==> src/hw/bootPkg.sv <==
// Types and constants shared by the boot and memory path.
// Field order in memReq_t is fixed and is packed from the MSB down.
`default_nettype none

package bootPkg;

	// ----------------------------------------------------------
	// Image format and SPI constants.
	// ----------------------------------------------------------

	// Magic nibble of a valid image header.
	localparam logic [3:0] BOOT_MAGIC = 4'hA;
	// EEPROM read opcode.
	localparam logic [7:0] SPI_READ_CMD = 8'h03;
	// Core address bit that selects the mapped registers.
	localparam int MAP_BASE_BIT = 15;

	// ----------------------------------------------------------
	// Bus types.
	// ----------------------------------------------------------

	// One received SPI byte with its strobe.
	typedef struct packed {
		logic       valid;
		logic [7:0] data;
	} spiByte_t;

	// Memory request, shared by the boot copier and the core port.
	typedef struct packed {
		logic        en;
		logic        wr;
		logic [15:0] addr;
		logic [15:0] data;
	} memReq_t;

	// Header word layout.
	typedef struct packed {
		logic [3:0]  magic;
		logic [11:0] count;
	} bootHdr_t;

	// First image word is a header, the rest are raw data.
	typedef union packed {
		bootHdr_t    hdr;
		logic [15:0] raw;
	} bootWord_t;

endpackage

`default_nettype wire
==> src/hw/UProc.sv <==
// Boot and bus subsystem: SPI boot copy into SRAM, then the core port.
// SRAM and GPIO data use separate in and out ports. Reset is synchronous.
`timescale 1ns/100ps
`default_nettype none

module UProc import bootPkg::*; #(
	parameter int SPI_CLK_DIV = 2,
	parameter int MAP_REGS    = 16
) (
	input  logic        i_sysClk,
	input  logic        i_rstN,
	input  logic        i_spiMISO,
	input  logic        i_smDoPause,
	input  memReq_t     i_coreReq,
	input  logic [15:0] i_memData,
	output logic        o_spiCLK,
	output logic        o_spiMOSI,
	output logic        o_spiCSn,
	output memReq_t     o_memReq,
	output logic [15:0] o_coreRdata,
	output logic        o_coreRvalid,
	output logic        o_smIsBooted,
	output logic        o_smIsPaused,
	output logic        o_smBootFail,
	output logic [15:0] o_gpioPins
);

	// ----------------------------------------------------------
	// Stage wires.
	// ----------------------------------------------------------
	spiByte_t                    spiByte;
	logic                        spiEn;
	memReq_t                     bootReq;
	logic                        mapWr;
	logic [$clog2(MAP_REGS)-1:0] mapIdx;
	logic [15:0]                 mapWdata;
	logic [15:0]                 mapRdata;
	logic [15:0]                 ctlRdata;
	logic                        ctlRvalid;

	// EEPROM byte reader.
	SpiReader #(.SPI_CLK_DIV(SPI_CLK_DIV)) SPI_READER (
		.i_sysClk(i_sysClk), .i_rstN(i_rstN),
		.i_spiEn(spiEn), .i_spiMISO(i_spiMISO),
		.o_spiCLK(o_spiCLK), .o_spiMOSI(o_spiMOSI), .o_spiCSn(o_spiCSn),
		.o_byte(spiByte)
	);

	// Image decoder and copier.
	BootImage BOOT_IMAGE (
		.i_sysClk(i_sysClk), .i_rstN(i_rstN),
		.i_byte(spiByte),
		.o_spiEn(spiEn), .o_bootReq(bootReq),
		.o_bootDone(o_smIsBooted), .o_bootFail(o_smBootFail)
	);

	// SRAM bus owner and pause network.
	MemController #(.MAP_REGS(MAP_REGS)) MEM_CTRL (
		.i_sysClk(i_sysClk), .i_rstN(i_rstN),
		.i_bootReq(bootReq), .i_bootDone(o_smIsBooted),
		.i_coreReq(i_coreReq), .i_smDoPause(i_smDoPause),
		.i_mapRdata(mapRdata),
		.o_memReq(o_memReq),
		.o_mapWr(mapWr), .o_mapIdx(mapIdx), .o_mapWdata(mapWdata),
		.o_coreRdata(ctlRdata), .o_coreRvalid(ctlRvalid),
		.o_smIsPaused(o_smIsPaused)
	);

	// Memory-mapped registers.
	MappedRegisters #(.MAP_REGS(MAP_REGS)) MAPPED_REGS (
		.i_sysClk(i_sysClk), .i_rstN(i_rstN),
		.i_wr(mapWr), .i_idx(mapIdx), .i_wdata(mapWdata),
		.o_rdata(mapRdata), .o_gpio(o_gpioPins)
	);

	// Mapped read data when valid, else SRAM read data for the core.
	assign o_coreRdata  = ctlRvalid ? ctlRdata : i_memData;
	assign o_coreRvalid = ctlRvalid;

endmodule

`default_nettype wire

==> src/hw/MappedRegisters.sv <==
// Register bank behind the mapped address region, cleared on reset.
// Read data appears one cycle after the index. Register 0 drives GPIO.
`timescale 1ns/100ps
`default_nettype none

module MappedRegisters #(
	parameter int MAP_REGS = 16
) (
	input  logic                        i_sysClk,
	input  logic                        i_rstN,
	input  logic                        i_wr,
	input  logic [$clog2(MAP_REGS)-1:0] i_idx,
	input  logic [15:0]                 i_wdata,
	output logic [15:0]                 o_rdata,
	output logic [15:0]                 o_gpio
);

	logic [15:0] regs [MAP_REGS];

	// ----------------------------------------------------------
	// Write port.
	// ----------------------------------------------------------
	always_ff @(posedge i_sysClk) begin
		if (!i_rstN) begin
			for (int i = 0; i < MAP_REGS; i++) begin
				regs[i] <= '0;
			end
		end else if (i_wr) begin
			regs[i_idx] <= i_wdata;
		end
	end

	// ----------------------------------------------------------
	// Read port and GPIO.
	// ----------------------------------------------------------

	// Registered read.
	always_ff @(posedge i_sysClk) begin
		o_rdata <= regs[i_idx];
	end

	// GPIO output register.
	assign o_gpio = regs[0];

endmodule

`default_nettype wire

==> src/hw/MemController.sv <==
// Owns the SRAM bus. Boot requests pass until boot ends, then the core port.
// Core requests while unbooted or paused are dropped, never queued.
`timescale 1ns/100ps
`default_nettype none

module MemController import bootPkg::*; #(
	parameter int MAP_REGS = 16
) (
	input  logic                        i_sysClk,
	input  logic                        i_rstN,
	input  memReq_t                     i_bootReq,
	input  logic                        i_bootDone,
	input  memReq_t                     i_coreReq,
	input  logic                        i_smDoPause,
	input  logic [15:0]                 i_mapRdata,
	output memReq_t                     o_memReq,
	output logic                        o_mapWr,
	output logic [$clog2(MAP_REGS)-1:0] o_mapIdx,
	output logic [15:0]                 o_mapWdata,
	output logic [15:0]                 o_coreRdata,
	output logic                        o_coreRvalid,
	output logic                        o_smIsPaused
);

	localparam int IDX_W = $clog2(MAP_REGS);

	logic syncQ1;
	logic syncQ2;
	logic pauseStartQ;
	logic coreAcc;
	logic mapSel;
	logic rdPend;

	// Core request accepted this cycle.
	assign coreAcc = i_bootDone && !o_smIsPaused && i_coreReq.en;
	// Upper half of the space is the register bank.
	assign mapSel = i_coreReq.addr[MAP_BASE_BIT];

	// Read port data is qualified by o_coreRvalid.
	assign o_coreRdata = i_mapRdata;

	// ----------------------------------------------------------
	// Bus ownership and pause network.
	// ----------------------------------------------------------
	always_ff @(posedge i_sysClk) begin
		if (!i_rstN) begin
			syncQ1       <= 1'b0;
			syncQ2       <= 1'b0;
			pauseStartQ  <= 1'b0;
			o_smIsPaused <= 1'b0;
			o_memReq     <= '0;
			o_mapWr      <= 1'b0;
			rdPend       <= 1'b0;
			o_coreRvalid <= 1'b0;
		end else begin
			// Two-flop synchronizer feeding the pause start flop.
			syncQ1       <= i_smDoPause;
			syncQ2       <= syncQ1;
			pauseStartQ  <= syncQ2;
			o_smIsPaused <= pauseStartQ & i_bootDone;
			if (!i_bootDone) begin
				o_memReq <= i_bootReq;
			end else if (coreAcc && !mapSel) begin
				o_memReq <= i_coreReq;
			end else begin
				o_memReq <= '0;
			end
			o_mapWr <= coreAcc && mapSel && i_coreReq.wr;
			// Read data is ready one cycle after the index.
			rdPend       <= coreAcc && mapSel && !i_coreReq.wr;
			o_coreRvalid <= rdPend;
		end
	end

	// Mapped index and write data.
	always_ff @(posedge i_sysClk) begin
		if (coreAcc && mapSel) begin
			o_mapIdx   <= i_coreReq.addr[IDX_W-1:0];
			o_mapWdata <= i_coreReq.data;
		end
	end

	// Mapped accesses never reach the SRAM pins.
	assert property (@(posedge i_sysClk) disable iff (!i_rstN)
		(o_mapWr || rdPend) |-> !o_memReq.en);

endmodule

`default_nettype wire

==> src/hw/BootImage.sv <==
// Decodes a big-endian boot image: one header word, then data words.
// Data word n is written to SRAM address n. A bad header ends boot with no writes.
`timescale 1ns/100ps
`default_nettype none

module BootImage import bootPkg::*; (
	input  logic     i_sysClk,
	input  logic     i_rstN,
	input  spiByte_t i_byte,
	output logic     o_spiEn,
	output memReq_t  o_bootReq,
	output logic     o_bootDone,
	output logic     o_bootFail
);

	logic [7:0]  hiByte;
	logic        haveHi;
	logic        gotHdr;
	logic [11:0] remain;
	logic [15:0] wordIdx;
	logic        finish;
	bootWord_t   word;

	// Assembled word, valid with the low byte strobe.
	assign word.raw = {hiByte, i_byte.data};

	// High byte holding register.
	always_ff @(posedge i_sysClk) begin
		if (i_byte.valid && !haveHi) begin
			hiByte <= i_byte.data;
		end
	end

	// ----------------------------------------------------------
	// Header check, copy counter and request generation.
	// ----------------------------------------------------------
	always_ff @(posedge i_sysClk) begin
		if (!i_rstN) begin
			o_spiEn    <= 1'b0;
			haveHi     <= 1'b0;
			gotHdr     <= 1'b0;
			remain     <= '0;
			wordIdx    <= '0;
			finish     <= 1'b0;
			o_bootDone <= 1'b0;
			o_bootFail <= 1'b0;
			o_bootReq  <= '0;
		end else begin
			// Done follows the decision by one cycle.
			o_bootDone   <= finish;
			o_spiEn      <= !finish;
			o_bootReq.en <= 1'b0;
			o_bootReq.wr <= 1'b0;
			if (i_byte.valid && !finish) begin
				if (!haveHi) begin
					haveHi <= 1'b1;
				end else begin
					haveHi <= 1'b0;
					if (!gotHdr) begin
						gotHdr <= 1'b1;
						if (word.hdr.magic != BOOT_MAGIC) begin
							// Bad image, nothing is copied.
							o_bootFail <= 1'b1;
							finish     <= 1'b1;
							o_spiEn    <= 1'b0;
						end else if (word.hdr.count == 12'd0) begin
							finish  <= 1'b1;
							o_spiEn <= 1'b0;
						end else begin
							remain <= word.hdr.count;
						end
					end else begin
						// Data word becomes one SRAM write.
						o_bootReq.en   <= 1'b1;
						o_bootReq.wr   <= 1'b1;
						o_bootReq.addr <= wordIdx;
						o_bootReq.data <= word.raw;
						wordIdx        <= wordIdx + 1'b1;
						remain         <= remain - 1'b1;
						if (remain == 12'd1) begin
							finish  <= 1'b1;
							o_spiEn <= 1'b0;
						end
					end
				end
			end
		end
	end

	// No copy request once boot has ended.
	assert property (@(posedge i_sysClk) disable iff (!i_rstN)
		o_bootDone |=> !o_bootReq.en);

endmodule

`default_nettype wire

==> src/hw/SpiReader.sv <==
// Reads one continuous stream from address 0 of an SPI EEPROM (mode 0).
// SPI_CLK_DIV must be at least 1. A byte is strobed every 16*SPI_CLK_DIV cycles.
`timescale 1ns/100ps
`default_nettype none

module SpiReader import bootPkg::*; #(
	parameter int SPI_CLK_DIV = 2
) (
	input  logic     i_sysClk,
	input  logic     i_rstN,
	input  logic     i_spiEn,
	input  logic     i_spiMISO,
	output logic     o_spiCLK,
	output logic     o_spiMOSI,
	output logic     o_spiCSn,
	output spiByte_t o_byte
);

	// Divider counter width, safe for a divide of 1.
	localparam int DIV_W = $clog2(SPI_CLK_DIV + 1);

	typedef enum logic [1:0] {
		PH_IDLE,
		PH_CMD,
		PH_ADDR,
		PH_STREAM
	} phase_t;

	phase_t             phase;
	logic [DIV_W-1:0]   divCnt;
	logic [23:0]        cmdShift;
	logic [7:0]         rxShift;
	logic [4:0]         bitCnt;
	logic               spiEnQ;
	logic               halfTick;
	logic               riseTick;
	logic               fallTick;

	// ----------------------------------------------------------
	// SPI clock edge generation.
	// ----------------------------------------------------------

	// End of one half-period.
	assign halfTick = (divCnt == DIV_W'(SPI_CLK_DIV - 1));
	// Edge about to happen on the SPI clock.
	assign riseTick = halfTick && !o_spiCLK;
	assign fallTick = halfTick && o_spiCLK;

	// Command and address leave MSB first.
	assign o_spiMOSI = cmdShift[23];

	// ----------------------------------------------------------
	// Phase FSM and shifters.
	// ----------------------------------------------------------
	always_ff @(posedge i_sysClk) begin
		if (!i_rstN) begin
			phase    <= PH_IDLE;
			o_spiCSn <= 1'b1;
			o_spiCLK <= 1'b0;
			divCnt   <= '0;
			bitCnt   <= '0;
			cmdShift <= '0;
			rxShift  <= '0;
			spiEnQ   <= 1'b0;
			o_byte   <= '0;
		end else begin
			spiEnQ       <= i_spiEn;
			o_byte.valid <= 1'b0;
			if (phase != PH_IDLE && !i_spiEn) begin
				// Enable dropped, deselect and park clock low.
				phase    <= PH_IDLE;
				o_spiCSn <= 1'b1;
				o_spiCLK <= 1'b0;
			end else if (phase == PH_IDLE) begin
				// Start only on a rising enable.
				if (i_spiEn && !spiEnQ) begin
					phase    <= PH_CMD;
					o_spiCSn <= 1'b0;
					divCnt   <= '0;
					bitCnt   <= '0;
					cmdShift <= {SPI_READ_CMD, 16'h0000};
				end
			end else begin
				if (halfTick) begin
					divCnt   <= '0;
					o_spiCLK <= ~o_spiCLK;
				end else begin
					divCnt <= divCnt + 1'b1;
				end
				// MOSI moves on the falling edge.
				if (fallTick) begin
					cmdShift <= {cmdShift[22:0], 1'b0};
				end
				// Bits are counted on the rising edge.
				if (riseTick) begin
					bitCnt <= bitCnt + 1'b1;
					case (phase)
						PH_CMD: begin
							if (bitCnt == 5'd7) begin
								phase <= PH_ADDR;
							end
						end
						PH_ADDR: begin
							// Last address bit, data follows.
							if (bitCnt == 5'd23) begin
								phase  <= PH_STREAM;
								bitCnt <= '0;
							end
						end
						default: begin
							rxShift <= {rxShift[6:0], i_spiMISO};
							if (bitCnt == 5'd7) begin
								o_byte.valid <= 1'b1;
								o_byte.data  <= {rxShift[6:0], i_spiMISO};
								bitCnt       <= '0;
							end
						end
					endcase
				end
			end
		end
	end

	// Byte strobes only inside a selected, full byte period.
	assert property (@(posedge i_sysClk) disable iff (!i_rstN)
		o_byte.valid |-> !o_spiCSn && $past(!o_spiCSn, 16 * SPI_CLK_DIV));

endmodule

`default_nettype wire

==> config.mk <==
export PLATFORM = sky130hd
export DESIGN_NAME = UProc
export DESIGN_NICKNAME = d
export VERILOG_FILES = /design/src/hw/bootPkg.sv /design/src/hw/UProc.sv /design/src/hw/MappedRegisters.sv /design/src/hw/MemController.sv /design/src/hw/BootImage.sv /design/src/hw/SpiReader.sv
export SDC_FILE = /design/constraint.sdc
export NUM_CORES = 1
export LEC_CHECK = 0
export BUFFER_PORTS_ARGS = -buffer_cell sky130_fd_sc_hd__buf_2
export CAP_MARGIN = 30
export CELL_PAD_IN_SITES_DETAIL_PLACEMENT = 0
export CELL_PAD_IN_SITES_GLOBAL_PLACEMENT = 1
export CORE_MARGIN = 3
export CORE_UTILIZATION = 50
export CTS_CLUSTER_SIZE = 16
export DETAILED_ROUTE_END_ITERATION = 10
export GPL_ROUTABILITY_DRIVEN = 1
export PLACE_DENSITY_LB_ADDON = 0.1
export SLEW_MARGIN = 10
export SYNTH_ARGS = -nofsm -noshare
export SYNTH_HDL_FRONTEND = slang
export SYNTH_SLANG_ARGS = --single-unit
==> constraint.sdc <==
create_clock -name i_sysClk -period 3.96 [get_ports i_sysClk]
set_clock_uncertainty 0.2 [all_clocks]
set_input_delay 0.198 -clock i_sysClk [delete_from_list [all_inputs] [get_ports i_sysClk]]
set_output_delay 0.198 -clock i_sysClk [all_outputs]
set_load 0.01 [all_outputs]
==> impl_metrics.json, run 1 <==
{
  "syn_avg_cell_area_um2": 13.05,
  "vias": 11670,
  "status": "completed",
  "cts.htree.levels": 2,
  "layout_min_cycle_time_ns": 2.649,
  "grt_use_met2_pct": 40.50,
  "yosysWarnings": 0,
  "final_max_slew_viol_count": 0,
  "ir_worst_vdd_mv": 0.3967,
  "clock_latency_ns": 0.56,
  "met3_usage_pct": 3.771,
  "clkPwrFrac_pct": 44.6,
  "first_pass_iters": 5,
  "grt_pass1_wl_um": 71500,
  "grt_pass1_vias": 11620,
  "placedCellCount": 2015,
  "synth-edff-count": 284,
  "path_clk_slew_ns": 0.06,
  "die_h_um": 200.2,
  "fp.dieW_um": 200.2,
  "synth_most_common_cell": "edfxtp_1",
  "end_kind": "flip-flop",
  "place_congestion": 0.8163,
  "r2r-start": "MEM_CTRL.o_mapIdx[0]$_DFFE_PP_",
  "start_util_pct": 51.11,
  "setup_tns_ns": 0,
  "clock-sinks": 444,
  "track_usage_pct": 23.07,
  "min_period_over_period_pct": 66.89,
  "stdcell_count": 2141,
  "grt_overflow": 0,
  "antennaDiodeCount": 0,
  "hold_path_class": "in2reg",
  "grt_start_max_net_pins": 70,
  "p_sw_share_pct": 20.15,
  "final_util_pct": 59.63,
  "worst_ep_arrival_time_ns": 2.63,
  "cp.required_ns": 3.94,
  "crit_start": "MEM_CTRL.o_mapIdx[0]$_DFFE_PP_",
  "synthArstFlopShare_pct": 0,
  "path_max_fanout": 17,
  "rrSetupSlack_ns": 1.31,
  "num_rows": 70,
  "wl_per_cell_um": 21.63,
  "p_leak_nw": 8.173,
  "grt-busiest-layer": "met2",
  "synthCells": 1444,
  "grt_antenna_before_repair": 1,
  "die_area_mm2": 0.04006,
  "synth_area_leader_cell": "edfxtp_1",
  "netlist_area_mm2": 0.01885,
  "max_freq_ghz": 0.3775,
  "max_slew.worst_pin.slew_ns": 0.9079,
  "coreArea_mm2": 0.03687,
  "intPower_mw": 7.718,
  "synthesis.nets": 1506,
  "timing.critical_path.to": "MAPPED_REGS.regs[0][4]$_SDFFCE_PN0P_",
  "vias_per_cell": 5.452,
  "cts_made_buffers": 47,
  "drt_iter0_drc": 809,
  "ys_types": 60,
  "slowest_delay_ns": 0.65,
  "synth_top_flop_cell": "edfxtp_1",
  "worst_r2r_path_depth": 4,
  "ys_seq_elements": 444,
  "drive_gt1_share_pct": 21.20,
  "cts_buffer_depth": 3,
  "grtUsageMet1_pct": 29.86,
  "synthTopCellsByCount": "edfxtp_1, and2_1, dfxtp_1",
  "netlist.area_leader.share_pct": 45.25,
  "slowest_stage": "nand2b_1",
  "power.net_switching_mw": 1.948,
  "finalHoldViolations": 0,
  "pwr-share-seq_pct": 52.2,
  "setup_violations": 0,
  "postCtsSetupBuffers": 0,
  "syn_to_final_growth_pct": 16.66,
  "combPwrFrac_pct": 3.2,
  "cap_violations": 0,
  "port-buffer-count": 126,
  "p_per_area_mw_per_mm2": 439.6,
  "rsz0062_at_grt": "false",
  "path_cells": "or3_1, nor3_2, buf_4, nand2b_1",
  "ant_nets": 0,
  "startpoint_type": "flip-flop",
  "synth_area_leaders": "edfxtp_1, dfxtp_1, mux4_2",
  "relSlewSlack_pct": 39.47,
  "nets": 1663,
  "cts_tree": "built",
  "reg2reg_to": "MAPPED_REGS.regs[0][4]$_SDFFCE_PN0P_",
  "drc": 0,
  "cts_root_buf": "clkbuf_16",
  "io_pins": 127,
  "ys_seq_area_share_pct": 62.25,
  "dp_hpwl_um": 30630,
  "criticalPathCategory": "reg2reg",
  "routed_wl_um": 46310
}
[worst max-delay path: cells and delay by family, from the launching register on]
| kind | cells | cell delay (ns) |
|---|---|---|
| DFF | 1 | 0.49 |
| buffers and inverters | 1 | 0.23 |
| and+or+nand+nor | 3 | 1.34 |
[layout make-up]
cell class,count,area [um^2]
Fill cell,2948,14890
Sequential cell,444,11730
Multi-Input combinational cell,892,6688
Timing Repair Buffer,206,1388
Clock buffer,73,1380
Tap cell,504,630.6
Clock inverter,12,130.1
Inverter,10,38.79
[worst min path at each step]
stage | from | depth (start not counted) | slack [ns] | to
floorplan | i_coreReq[32] | 1 | 0.07 | MEM_CTRL.rdPend$_SDFF_PN0_
global placement | i_coreReq[0] | 1 | 0.19 | MEM_CTRL.o_mapWdata[0]$_DFFE_PP_
detailed placement | i_coreReq[4] | 1 | 0.20 | MEM_CTRL.o_mapWdata[4]$_DFFE_PP_
CTS | i_coreReq[33] | 4 | 0.1 | MEM_CTRL.rdPend$_SDFF_PN0_
global route | i_coreReq[33] | 4 | 0.12 | MEM_CTRL.rdPend$_SDFF_PN0_
finish | i_coreReq[33] | 4 | 0.11 | MEM_CTRL.rdPend$_SDFF_PN0_
[flip-flops by register name, indices dropped and copies added (netlist names), 2 cells and up]
name / cells
BOOT_IMAGE.wordIdx: 16
MAPPED_REGS.regs: 256
MEM_CTRL.o_memReq: 34
SPI_READER.divCnt: 2
SPI_READER.phase: 2
SPI_READER.o_byte: 9
MAPPED_REGS.o_rdata: 16
MEM_CTRL.o_mapIdx: 4
MEM_CTRL.o_mapWdata: 16
BOOT_IMAGE.hiByte: 8
SPI_READER.rxShift: 7
SPI_READER.cmdShift: 8
BOOT_IMAGE.o_bootReq: 33
BOOT_IMAGE.remain: 12
SPI_READER.bitCnt: 5
[through the flow]
step	hold slack (ns)	instance area [um^2]	power [mW]	setup WS, ns
final	0.1126	21990	9.666	1.311
after global routing	0.1215	21990	9.959	1.138
after CTS	0.09928	21940	9.735	1.284
after detailed placement	0.1954	20060	5.426	1.301
after global placement	0.1941	20010	5.419	0.9807
after floorplan	0.07038	18850	5.285	1.102
[power groups by stage]
stage	sequential (mW)	combinational (mW)	clock, mW
floorplan	5.13	0.152	0
global placement	5.14	0.278	0
detailed placement	5.14	0.281	0
CTS	5.05	0.310	4.38
global route	5.05	0.329	4.58
finish	5.04	0.306	4.32
[logic make-up (layout without fill, tap and decap cells)]
| kind of cell | after synthesis | after routing | share of synthesized area (%) |
|---|---|---|---|
| AOI/OAI and AO/OA | 156 | 156 | 4.714 |
| xor gates and xnor gates | 12 | 12 | 0.5577 |
| adders and majority gates | 8 | 8 | 0.5311 |
| buffers and inverters | 108 | 301 | 2.350 |
| DFF | 444 | 444 | 62.25 |
| muxes | 116 | 116 | 11.58 |
| and+or+nand+nor | 600 | 600 | 18.02 |
[metal layers]
metal | share of wire (%) | vias to the layer above | wire [um]
li1 | - | 5536 | -
met1 | 41 | 5798 | 19040
met4 | 2.5 | 2 | 1169
met5 | 0.019 | - | 9
met2 | 52 | 270 | 23870
met3 | 4.8 | 67 | 2219
[placed cells by master, fill, tap and decap left out, types with 9 or more instances in the layout]
| cell | count |
|---|---|
| nand3_1 | 21 |
| nand2_1 | 95 |
| mux4_2 | 80 |
| o21ai_0 | 14 |
| a31oi_1 | 11 |
| mux2_2 | 17 |
| dlygate4sd3_1 | 37 |
| nor3_1 | 15 |
| clkbuf_16 | 49 |
| xnor2_1 | 9 |
| a21oi_1 | 91 |
| and2_1 | 263 |
| nor2_1 | 90 |
| nor2b_1 | 39 |
| inv_1 | 9 |
| clkbuf_1 | 17 |
| dfxtp_1 | 160 |
| mux2i_1 | 19 |
| edfxtp_1 | 284 |
| o21ai_1 | 12 |
| buf_2 | 126 |
| buf_4 | 37 |
[timing repair]
item                                   in CTS  in global routing
hold buffers                               37                  0
resized for setup                           0                  0
endpoints found under the hold margin      59                  0
setup endpoints to repair                   0                  0
Power figures use the tool's default switching activity.
==> inputs of run 2 (changes only) <==
--- a/config.mk
+++ b/config.mk
@@ -10,7 +10,7 @@
 export CELL_PAD_IN_SITES_DETAIL_PLACEMENT = 0
 export CELL_PAD_IN_SITES_GLOBAL_PLACEMENT = 1
 export CORE_MARGIN = 3
-export CORE_UTILIZATION = 50
+export CORE_UTILIZATION = 45
 export CTS_CLUSTER_SIZE = 16
 export DETAILED_ROUTE_END_ITERATION = 10
 export GPL_ROUTABILITY_DRIVEN = 1
==> constraint.sdc (replaced) <==
create_clock -name i_sysClk -period 2.4 [get_ports i_sysClk]
set_clock_uncertainty 0.2 [all_clocks]
set_input_delay 0.12 -clock i_sysClk [delete_from_list [all_inputs] [get_ports i_sysClk]]
set_output_delay 0.12 -clock i_sysClk [all_outputs]
set_load 0.01 [all_outputs]
==> run 2 against run 1 <==
Against the previous run: via count up 4.2%; largest power group unchanged; routed wire length is 11% higher; highest routed layer unchanged; non-clock buffer count increased by 62; utilization is 3.9 points lower; sequential power is 65% higher; clock power grew 70%; clock-buffer cell count grew 3; register-to-register slack got worse by 1.1 ns; die area up 11%; critical path depth did not move; design area up 4.2%; worst hold slack got worse by 0.059 ns; critical path type unchanged; critical endpoint is now MAPPED_REGS.regs[6][10]$_SDFFCE_PN0P_.
==> impl_metrics.json, run 2 (synthesis results as in run 1) <==
{
  "path_max_fanout": 38,
  "top_register": "MAPPED_REGS.regs",
  "cts_resized": 0,
  "setup_violations": 0,
  "routed_wl_um": 51590,
  "coreArea_mm2": 0.04111,
  "rsz0062_at_grt": "false",
  "worst_ep_arrival_time_ns": 2.27,
  "relSlewSlack_pct": 53.10,
  "final_max_slew_viol_count": 0,
  "track_usage_pct": 23.58,
  "status": "completed",
  "cts_tree": "built",
  "nets": 1728,
  "grt_start_max_net_pins": 47,
  "cts_hold_buf": 47,
  "criticalPathCategory": "reg2reg",
  "cap_violations": 0,
  "grt_overflow": 0,
  "combPwrFrac_pct": 3.6,
  "ant_nets": 0,
  "pwr-share-seq_pct": 51.3,
  "port-buffer-count": 126,
  "setup_tns_ns": 0,
  "p_per_area_mw_per_mm2": 710.8,
  "mostFrequentLayoutCell": "edfxtp_1",
  "clkPwrFrac_pct": 45.2,
  "place_area_mm2": 0.02086,
  "stdcell_count": 2239,
  "drive_gt1_share_pct": 23.43,
  "vias_per_cell": 5.434,
  "pre_cts_ws_ns": 0.1649,
  "reg.largest.list": "MAPPED_REGS.regs: 256 flops, MEM_CTRL.o_memReq: 34 flops, BOOT_IMAGE.o_bootReq: 33 flops",
  "start_util_pct": 45.85,
  "clock_latency_ns": 0.58,
  "layout_min_cycle_time_ns": 2.219,
  "cts_root_buf": "clkbuf_16",
  "intPower_mw": 12.88,
  "io_pins": 127,
  "max_freq_ghz": 0.4506,
  "vias": 12170,
  "largest_reg_flops": 256,
  "syn_to_final_growth_pct": 21.51,
  "antennaDiodeCount": 0,
  "cts.htree.levels": 2,
  "fillers": 3514,
  "whs_ns": 0.05333,
  "final_cell_mix": "edfxtp_1, and2_1, dfxtp_1, buf_2, nand2_1",
  "ir_worst_vdd_mv": 0.5267,
  "cts_buffer_depth": 3,
  "startpoint_type": "flip-flop",
  "postCtsSetupBuffers": 0,
  "drc": 0,
  "hold_path_class": "in2reg",
  "cp.required_ns": 2.45,
  "die_area_mm2": 0.04437,
  "num_rows": 74,
  "power.net_switching_mw": 3.398,
  "timing.final.ws_setup_ns": 0.1806,
  "first_pass_iters": 5,
  "finalHoldViolations": 0,
  "min_from": "i_coreReq[33]",
  "crit_start": "MEM_CTRL.o_mapIdx[1]$_DFFE_PP_",
  "total_power_mw": 16.28,
  "end_kind": "flip-flop",
  "drt_iter0_drc": 898,
  "p_sw_share_pct": 20.87,
  "place_congestion": 0.8310,
  "fp.dieW_um": 210.7,
  "finish.instance_area_mm2": 0.02290,
  "min_period_over_period_pct": 92.48,
  "max_slew.worst_pin.slew_ns": 0.7035,
  "wl_per_cell_um": 23.04,
  "placedCellCount": 2099,
  "grt_pass1_wl_um": 78080,
  "dp_hpwl_um": 33300,
  "r2r-start": "MEM_CTRL.o_mapIdx[1]$_DFFE_PP_",
  "grt_antenna_before_repair": 2,
  "clock-sinks": 444,
  "grt_pass1_vias": 12350,
  "die_h_um": 210.7,
  "path_clk_slew_ns": 0.06,
  "cts_made_buffers": 50,
  "p_leak_nw": 8.587,
  "final_util_pct": 55.71
}
run 2: changes by cell type in the layout (fill, tap and decap cells not counted), moves of 2 or more:
| cell | before | now |
|---|---|---|
| buf_8 | 2 | 0 |
| buf_12 | 2 | 31 |
| clkbuf_8 | 6 | 3 |
| clkinv_1 | 4 | 6 |
| clkbuf_1 | 17 | 22 |
| buf_4 | 37 | 64 |
| dlygate4sd3_1 | 37 | 47 |
| clkbuf_16 | 49 | 51 |
run 2: area by class of cell:
cell class / instances / area [um^2] / share of cell area [%]
Sequential cell: 444 / 11730 / 51.23
Multi-Input combinational cell: 892 / 6688 / 29.20
Timing Repair Buffer: 268 / 2202 / 9.616
Tap cell: 532 / 665.6 / 2.907
Inverter: 10 / 38.79 / 0.1694
Clock buffer: 76 / 1400 / 6.114
Clock inverter: 17 / 175.2 / 0.7649
run 2: power by group through the flow:
stage / Combinational (mW) / Sequential, mW / Clock (mW)
6_report: 0.583 / 8.34 / 7.35
4_1_cts: 0.585 / 8.35 / 7.54
3_3_place_gp: 0.530 / 8.50 / 0
3_5_place_dp: 0.537 / 8.51 / 0
5_1_grt: 0.623 / 8.35 / 7.85
2_1_floorplan: 0.250 / 8.47 / 0
run 2: critical path, cell delays in order, from the launching register on:
cell	delay, ns
edfxtp_1	0.42
buf_12	0.28
nand4b_1	0.37
o21ai_1	0.28
buf_4	0.33
run 2: worst paths after layout:
path / endpoint / slack [ns] / cells past startpoint
max: MAPPED_REGS.regs[6][10]$_SDFFCE_PN0P_ / 0.18 / 4
max reg2reg: MAPPED_REGS.regs[6][10]$_SDFFCE_PN0P_ / 0.18 / 4
min: MEM_CTRL.o_mapWdata[2]$_DFFE_PP_ / 0.05 / 3
min reg2reg: MEM_CTRL.pauseStartQ$_SDFF_PN0_ / 0.24 / 1
run 2: routing by layer:
| metal | GRT usage (%) | vias to the layer above | routed length (um) |
|---|---|---|---|
| met5 | 0 | - | 10 |
| met4 | 7.783 | 2 | 1442 |
| met3 | 3.550 | 83 | 2932 |
| met2 | 39.53 | 371 | 25510 |
| met1 | 31.88 | 6023 | 21690 |
| li1 | - | 5688 | - |
